`config.mk`:
```
export PLATFORM = sky130hd
export DESIGN_NAME = alu_flat
export DESIGN_NICKNAME = d
export VERILOG_FILES = /design/src/rvPkg.sv /design/src/ctrlIf.sv /design/src/alu.sv /design/src/flat_wrapper.sv
export SDC_FILE = /design/constraint.sdc
export NUM_CORES = 1
export LEC_CHECK = 0
export BUFFER_PORTS_ARGS = -buffer_cell sky130_fd_sc_hd__buf_4
export CORE_MARGIN = 3
export CORE_UTILIZATION = 48
export DETAILED_ROUTE_END_ITERATION = 8
export PLACE_DENSITY = 0.75
export SLEW_MARGIN = 20
export SYNTH_ARGS = -nofsm -noshare
export SYNTH_HDL_FRONTEND = slang
export SYNTH_SLANG_ARGS = --single-unit
```
`constraint.sdc`:
```
create_clock -name vclk -period 5.1
set_input_delay 0.255 -clock vclk [all_inputs]
set_output_delay 0.255 -clock vclk [all_outputs]
set_load 0.03 [all_outputs]
```
`src/rvPkg.sv`:
```
`default_nettype none

package rvPkg;

	localparam int xlen = 32;
	localparam int regAddrW = 5;

	// supported opcode classes
	localparam logic [6:0] opR      = 7'b0110011;
	localparam logic [6:0] opImm    = 7'b0010011;
	localparam logic [6:0] opLoad   = 7'b0000011;
	localparam logic [6:0] opStore  = 7'b0100011;
	localparam logic [6:0] opBranch = 7'b1100011;

	// alu control, laid out as {funct7[5], funct3}
	typedef enum logic [3:0] {
		aluAdd = 4'b0000,
		aluSub = 4'b1000,
		aluSlt = 4'b0010,
		aluXor = 4'b0100,
		aluOr  = 4'b0110,
		aluAnd = 4'b0111
	} aluOp;

	typedef struct packed {
		logic [6:0]          funct7;
		logic [regAddrW-1:0] rs2;
		logic [regAddrW-1:0] rs1;
		logic [2:0]          funct3;
		logic [regAddrW-1:0] rd;
		logic [6:0]          opcode;
	} rFmtT;

	typedef struct packed {
		logic [11:0]         imm;
		logic [regAddrW-1:0] rs1;
		logic [2:0]          funct3;
		logic [regAddrW-1:0] rd;
		logic [6:0]          opcode;
	} iFmtT;

	// store and branch share this split immediate layout
	typedef struct packed {
		logic [6:0]          immHi;
		logic [regAddrW-1:0] rs2;
		logic [regAddrW-1:0] rs1;
		logic [2:0]          funct3;
		logic [4:0]          immLo;
		logic [6:0]          opcode;
	} sbFmtT;

	typedef union packed {
		rFmtT  rFmt;
		iFmtT  iFmt;
		sbFmtT sbFmt;
	} instWord;

endpackage

`default_nettype wire
```
`src/ctrlIf.sv`:
```
`timescale 1ns/1ps
`default_nettype none

interface ctrlIf;

	logic        regWrite;
	// high selects the immediate as alu operand b
	logic        aluSrc;
	logic        memWrite;
	logic        memToReg;
	logic        branch;
	rvPkg::aluOp aluCtl;

	modport dec (
		output regWrite,
		output aluSrc,
		output memWrite,
		output memToReg,
		output branch,
		output aluCtl
	);

	modport dp (
		input regWrite,
		input aluSrc,
		input memWrite,
		input memToReg,
		input branch,
		input aluCtl
	);

endinterface

`default_nettype wire

```
`src/alu.sv`:
```
`timescale 1ns/1ps
`default_nettype none

module alu (
	ctrlIf.dp                      ctl,
	input  logic [rvPkg::xlen-1:0] srcA,
	input  logic [rvPkg::xlen-1:0] srcB,
	output logic [rvPkg::xlen-1:0] result,
	output logic                   zero
);

	always_comb begin
		case (ctl.aluCtl)
			rvPkg::aluAdd: result = srcA + srcB;
			rvPkg::aluSub: result = srcA - srcB;
			rvPkg::aluAnd: result = srcA & srcB;
			rvPkg::aluOr:  result = srcA | srcB;
			rvPkg::aluXor: result = srcA ^ srcB;
			rvPkg::aluSlt: begin
				// signed compare
				result = {{(rvPkg::xlen-1){1'b0}}, $signed(srcA) < $signed(srcB)};
			end
			default: result = '0;
		endcase
	end

	assign zero = (result == '0);

endmodule

`default_nettype wire

```
`src/flat_wrapper.sv`:
```
// flat-port wrapper written by rule: the top's interface ports become plain ports
module alu_flat 
  (srcA, srcB, result, zero, ctl_regWrite, ctl_aluSrc, ctl_memWrite, ctl_memToReg, ctl_branch, ctl_aluCtl);
  ctrlIf ctl_i ();
  input  logic [rvPkg::xlen-1:0] srcA;
  input  logic [rvPkg::xlen-1:0] srcB;
  output logic [rvPkg::xlen-1:0] result;
  output logic zero;
  input wire logic [$bits(ctl_i.regWrite)-1:0] ctl_regWrite;
  input wire logic [$bits(ctl_i.aluSrc)-1:0] ctl_aluSrc;
  input wire logic [$bits(ctl_i.memWrite)-1:0] ctl_memWrite;
  input wire logic [$bits(ctl_i.memToReg)-1:0] ctl_memToReg;
  input wire logic [$bits(ctl_i.branch)-1:0] ctl_branch;
  input wire logic [$bits(ctl_i.aluCtl)-1:0] ctl_aluCtl;
  assign ctl_i.regWrite = ctl_regWrite;
  assign ctl_i.aluSrc = ctl_aluSrc;
  assign ctl_i.memWrite = ctl_memWrite;
  assign ctl_i.memToReg = ctl_memToReg;
  assign ctl_i.branch = ctl_branch;
  assign ctl_i.aluCtl = ctl_aluCtl;
  alu u_core (.ctl(ctl_i), .srcA(srcA), .srcB(srcB), .result(result), .zero(zero));
endmodule
```
==> qor.yml, run 1 <==
floorplan:
  initial_core_util_pct: 50.3
  floorplan.die.height_um: 114
  fp.coreArea_um2: 11100
  fp.dieW_um: 114
  fp-row-count: 38
  die_area_um2: 12900
  pin_count: 106
sta:
  layout_worst_path_cycle_share_pct: 89.0
  setup_viol: 0
  timing.max_slew.rel_slack_pct: 26.9
  final.setup.worst_slack_ps: 563
  worstMarginPinSlew_ps: 1090
  max_slew_violation_count: 0
  totalNegativeSetupSlack_ps: 0
  crit_path_time_final_ps: 4540
  report.final.hold_viol_count: 0
  timing.fmax_ghz: 0.220
  unrepaired_setup_endpoints_after_global_routing: "no"
layout:
  clock_buffers: 0
  final_nets: 1111
  diodes: 0
  synthToLayoutAreaGrowth_pct: 14.4
  layout.cells.most_common_list: "112 x sky130_fd_sc_hd__buf_4, 100 x sky130_fd_sc_hd__ha_1, 97 x sky130_fd_sc_hd__inv_1"
  post_route_cells_drive_above_1_share_pct: 14.0
  final_util_pct: 57.6
  final_common_cell: "sky130_fd_sc_hd__buf_4"
  layout.sequential_cells: 0
  post_layout_nonfiller_instances: 1074
  area.sequential_um2: 0
  layout.cell_area.non_filler_um2: 6380
critical_path:
  crit_path_end_kind: "output pin"
  setup.worst_path.class: "input port to output pin"
  setup.worst_path.start_class: "input port"
  crit_fanout: 8
  critical_path_arrival_ps: 4280
  cp_data_required_time_ps: 4850
synthesis:
  syn-num-nets: 1046
  netlist_area_um2: 5580
  yosys_warnings: 0
  synth_sequential_area_ratio_pct: 0
  gate_count_post_synth: 871
  post_synth_num_cell_types: 86
  synthesis.area_per_instance_um2: 6.40
power_and_ir_drop:
  vdd_ir_drop_max_uv: 66.5
  power-per-cell-area_nw_per_um2: 118
  p_leak_nw: 3.06
place:
  placed_cells_incl_taps: 1074
  post-dp-hpwl_um: 15500
  preCtsSetupSlack_ps: 706
  portBuffers: 101
  place_congestion: 1.01
  placed_cell_area_um2: 6380
detailed_routing:
  met2_length_um: 8340
  wirelength_met1_um: 8130
  detail-route-antenna-nets: 0
  detail_route.wirelength_um: 19300
  drtPass1Iterations: 5
  drt-wirelength-per-cell_um: 18.0
  route.top_layer_used: "met4"
  route.detailed.drc: 0
  dr.first_iter.drc_count: 652
  via_per_inst: 6.38
  wl_met3_um: 2330
  via_count: 6849
flow_run:
  cap_violations: 0
run_status:
  status: "complete, no violations"
clock_tree:
  postCtsHoldBufs: 0
  cts_setup_buffers: 0
  number_of_resized_instances_in_the_post_cts_repair_step: 0
grt:
  wire_length_of_the_first_global_routing_pass_um: 30300
  grt_pass1_vias: 6028
  groute.usage.overall_pct: 28.2
  overflow: 0
  antenna_found_initial: 0
  grt_start_max_net_pins: 38
hold_path:
  hold_path_class: "input port to output pin"
==> cell type report <==
cell class	count	area [um2]
Inverter	99	372
Multi-Input combinational cell	723	4990
Tap cell	140	175
Fill cell	1140	4700
Timing Repair Buffer	112	841
==> report_power, final <==
part / total, mW / switching, mW / leakage [nW] / internal [mW]
Sequential: 0 / 0 / 0 / 0
Clock: 0 / 0 / 0 / 0
Combinational: 0.750 / 0.476 / 3.06 / 0.275
==> worst paths after layout <==
path | from | to | cells after the start
worst min-delay path | srcB[1] | result[1] | 4
worst max-delay path | srcA[4] | zero | 15
==> metrics by stage <==
stage | hold WS (ps) | total power, mW
6_report | 1100 | 0.750
5_1_grt | 1130 | 0.816
4_1_cts | 1100 | 0.733
3_5_place_dp | 1100 | 0.730
3_3_place_gp | 1110 | 0.726
2_1_floorplan | 826 | 0.509
==> kinds of logic (layout without fill, tap and decap cells) <==
family / Yosys count / in the layout / synth area share (%)
buf+inv: 148 / 211 / 10.6
xor+xnor: 12 / 12 / 1.88
compound gates: 305 / 305 / 36.8
simple gates: 292 / 292 / 25.3
fa+ha+maj: 102 / 102 / 23.2
mux: 12 / 12 / 2.22
==> metal layers <==
| metal | global-route usage [%] | vias up |
|---|---|---|
| li1 | - | 3273 |
| met1 | 40.5 | 3107 |
| met2 | 42.8 | 425 |
| met3 | 5.94 | 44 |
| met4 | 7.05 | 0 |
| met5 | 0 | - |
==> worst max-delay path, cell delays in order <==
cell	delay, ps
sky130_fd_sc_hd__buf_4	100
sky130_fd_sc_hd__inv_1	40
sky130_fd_sc_hd__ha_1	420
sky130_fd_sc_hd__nor2b_1	110
sky130_fd_sc_hd__nor4_1	400
sky130_fd_sc_hd__a21oi_1	210
sky130_fd_sc_hd__a41oi_1	450
sky130_fd_sc_hd__o21ai_1	240
sky130_fd_sc_hd__a21oi_1	260
sky130_fd_sc_hd__mux2_2	360
sky130_fd_sc_hd__a211oi_1	340
sky130_fd_sc_hd__o211ai_1	130
sky130_fd_sc_hd__or4b_1	550
sky130_fd_sc_hd__nor4_2	230
sky130_fd_sc_hd__buf_4	200
==> synthesized netlist by cell type, types with 5 or more instances <==
master	number	area share, %
sky130_fd_sc_hd__xnor2_1	9	1.4
sky130_fd_sc_hd__ha_1	100	22
sky130_fd_sc_hd__o21ai_1	6	0.54
sky130_fd_sc_hd__nand2b_1	8	0.90
sky130_fd_sc_hd__nand2_1	87	5.9
sky130_fd_sc_hd__nor3_1	24	2.2
sky130_fd_sc_hd__o2111ai_1	6	0.94
sky130_fd_sc_hd__clkbuf_1	31	2.1
sky130_fd_sc_hd__o21a_1	10	1.3
sky130_fd_sc_hd__nor4_1	8	0.90
sky130_fd_sc_hd__o21ai_0	54	4.8
sky130_fd_sc_hd__or3_1	7	0.79
sky130_fd_sc_hd__a21o_1	9	1.2
sky130_fd_sc_hd__nand3_1	21	1.9
sky130_fd_sc_hd__buf_2	8	0.72
sky130_fd_sc_hd__o221ai_1	9	1.4
sky130_fd_sc_hd__o21bai_1	5	0.67
sky130_fd_sc_hd__inv_1	97	6.5
sky130_fd_sc_hd__nor2_1	87	5.9
sky130_fd_sc_hd__o31ai_1	10	1.3
sky130_fd_sc_hd__a21oi_1	86	7.7
sky130_fd_sc_hd__o211ai_1	17	2.3
sky130_fd_sc_hd__nor2b_1	10	1.1
sky130_fd_sc_hd__a211oi_1	14	1.9
sky130_fd_sc_hd__buf_4	5	0.67
sky130_fd_sc_hd__a31oi_1	14	1.6
sky130_fd_sc_hd__a22oi_1	10	1.3
sky130_fd_sc_hd__nand4_1	7	0.79
sky130_fd_sc_hd__mux2i_1	9	1.6
No activity file was read; power rests on OpenSTA's default activity.
==> run 2: changes to the inputs <==
--- a/config.mk
+++ b/config.mk
@@ -5,11 +5,12 @@
 export SDC_FILE = /design/constraint.sdc
 export NUM_CORES = 1
 export LEC_CHECK = 0
-export BUFFER_PORTS_ARGS = -buffer_cell sky130_fd_sc_hd__buf_4
+export ABC_AREA = 1
+export BUFFER_PORTS_ARGS = -buffer_cell sky130_fd_sc_hd__buf_2
 export CORE_MARGIN = 3
 export CORE_UTILIZATION = 48
 export DETAILED_ROUTE_END_ITERATION = 8
-export PLACE_DENSITY = 0.75
+export PLACE_DENSITY = 0.73
 export SLEW_MARGIN = 20
 export SYNTH_ARGS = -nofsm -noshare
 export SYNTH_HDL_FRONTEND = slang
==> run 2 against run 1 <==
Fmax increased by 34%. Synthesized cell count increased by 58%. Critical path depth decreased by 1. Sequential share of layout area unchanged. Critical path type unchanged. Clock-buffer cell count unchanged. Via count increased by 24%. Power increased by 4.6%. Global-route usage increased by 2.5 points. Combinational power increased by 4.7%. Worst hold slack got worse by 120 ps. Critical endpoint unchanged. Final cell count increased by 51%. Routed wire length increased by 32%.
==> qor.yml, run 2 <==
run_status:
  status: "complete, no violations"
sta:
  layout_worst_path_cycle_share_pct: 66.2
  unrepaired_setup_endpoints_after_global_routing: "no"
  timing.max_slew.rel_slack_pct: 51.5
  worstMarginPinSlew_ps: 726
  totalNegativeSetupSlack_ps: 0
  setup_viol: 0
  report.final.hold_viol_count: 0
  crit_path_time_final_ps: 3380
  max_slew_violation_count: 0
  timing.fmax_ghz: 0.296
power_and_ir_drop:
  power-per-cell-area_nw_per_um2: 107
  pwr-share-clk_pct: 0
  power_switching_share_pct: 71.1
  comb_power_share_pct: 100.0
  intPower_mw: 0.227
  p_leak_nw: 4.85
  p_sw_mw: 0.558
  vdd_ir_drop_max_uv: 50.6
  pwr-share-seq_pct: 0
synthesis:
  netlist_top_cells_area: "sky130_fd_sc_hd__nand2_1 25%, sky130_fd_sc_hd__ha_1 18%, sky130_fd_sc_hd__inv_1 17%, sky130_fd_sc_hd__nand3_1 6.9%, sky130_fd_sc_hd__nor2_1 6.7%"
  leading_post_synthesis_cells_by_instance_count: "459 x sky130_fd_sc_hd__nand2_1, 315 x sky130_fd_sc_hd__inv_1, 121 x sky130_fd_sc_hd__nor2_1"
  synth_sequential_area_ratio_pct: 0
  post_synth_num_cell_types: 30
  yosysTopAreaCellShare_pct: 25.4
  synth_top_area_cell: "sky130_fd_sc_hd__nand2_1"
  synthMostInstantiatedCell: "sky130_fd_sc_hd__nand2_1"
  syn-num-nets: 1547
  synthesis.area_per_instance_um2: 4.95
  yosys_warnings: 0
  netlist_area_um2: 6790
  gate_count_post_synth: 1372
layout:
  area.sequential_um2: 0
  diodes: 0
  layout.sequential_cells: 0
  clock_buffers: 0
  final_common_cell: "sky130_fd_sc_hd__nand2_1"
  layout.cell_area.non_filler_um2: 7310
  final_nets: 1621
  post_route_cells_drive_above_1_share_pct: 10.8
  multi_input_area_um2: 5360
  n_fill_cell: 1575
  layout.cells.most_common_list: "459 x sky130_fd_sc_hd__nand2_1, 315 x sky130_fd_sc_hd__inv_1, 121 x sky130_fd_sc_hd__nor2_1"
  post_layout_nonfiller_instances: 1620
  synthToLayoutAreaGrowth_pct: 7.64
detailed_routing:
  drt-wirelength-per-cell_um: 15.8
  via_count: 8460
  dr.first_iter.drc_count: 747
  drtPass1Iterations: 5
  via_per_inst: 5.22
  route.detailed.drc: 0
  detail-route-antenna-nets: 0
  detail_route.wirelength_um: 25600
critical_path:
  timing.critical_path.slowest_cell_delay_ps: 520
  crit_chain: "buf_2 -> inv_1 -> nand2_1 -> inv_1 -> nand3_2 -> inv_1 -> a21oi_1 -> nand3_1 -> nor2_1 -> nand2_1 -> nor2_1 -> nand3_1 -> nor2_1 -> buf_2"
  setup.worst_path.class: "input port to output pin"
  crit_fanout: 19
  setup.worst_path.start_class: "input port"
  worst-path-buf-inv: 5
  cp_data_required_time_ps: 4850
  crit_path_end_kind: "output pin"
  critical_path.top_delay_family: "simple AND/OR/NAND/NOR gates"
  critPathSlowestCell: "sky130_fd_sc_hd__inv_1"
  critical_path_depth: 14
  critical_path_arrival_ps: 3120
clock_tree:
  number_of_resized_instances_in_the_post_cts_repair_step: 0
  cts_setup_buffers: 0
  postCtsHoldBufs: 0
floorplan:
  fp.coreArea_um2: 13600
  die_area_um2: 15600
  fp-row-count: 42
  floorplan.die.height_um: 125
  fp.dieW_um: 125
  initial_core_util_pct: 50.1
  pin_count: 106
hold_path:
  hold_path_class: "input port to output pin"
  min_path_cells: 5
  timing.hold.worst_endpoint: "result[0]"
  worst_hold_startpoint: "ctl_aluCtl[2]"
grt:
  grt_start_max_net_pins: 33
  grt_pass1_vias: 7535
  groute.usage.overall_pct: 30.7
  overflow: 0
  antenna_found_initial: 0
  wire_length_of_the_first_global_routing_pass_um: 39000
place:
  placed_cell_area_um2: 7310
  portBuffers: 101
  post-dp-hpwl_um: 21600
  place_congestion: 0.961
  placed_cells_incl_taps: 1620
flow_run:
  cap_violations: 0
run 2: area by class of cell:
class | count | share of cell area (%)
Multi-Input combinational cell | 1017 | 73.2
Inverter | 324 | 16.6
Timing Repair Buffer | 103 | 7.12
Tap cell | 176 | 3.01
run 2: worst max-delay path by stage:
stage,slack (ps),from,to
after detailed placement,1820,srcA[0],zero
after global placement,1830,srcA[0],zero
after floorplan,2250,srcA[0],zero
after CTS,1810,srcA[0],zero
final,1720,ctl_aluCtl[3],zero
after global routing,1460,srcB[21],zero
run 2: power groups by stage:
stage	sequential [mW]	clock, mW	combinational [mW]
finish	0	0	0.785
global route	0	0	0.870
CTS	0	0	0.770
detailed placement	0	0	0.766
global placement	0	0	0.762
floorplan	0	0	0.543
run 2: kinds of logic after synthesis:
kind of cell	after synthesis	synth area share [%]
AND/OR/NAND/NOR	746	46.3
buffers and inverters	355	21.2
adder cells (fa/ha/maj)	102	19.0
AO/OA/AOI/OAI	169	13.6
run 2: routing by layer:
metal / up-vias / part of all wire (%) / GRT usage (%)
li1: 4333 / - / -
met1: 3734 / 45 / 43.4
met2: 351 / 43 / 50.1
met3: 42 / 8.7 / 2.90
met4: 0 / 3.2 / 7.84
met5: - / 0 / 0
run 2: stage by stage:
stage	util [%]	power, mW	setup slack [ps]	hold slack, ps
2_1_floorplan	-	0.543	2250	803
3_3_place_gp	53.9	0.762	1830	984
3_5_place_dp	53.9	0.766	1820	983
4_1_cts	53.9	0.770	1810	983
5_1_grt	53.9	0.870	1460	1020
6_report	53.9	0.785	1720	980
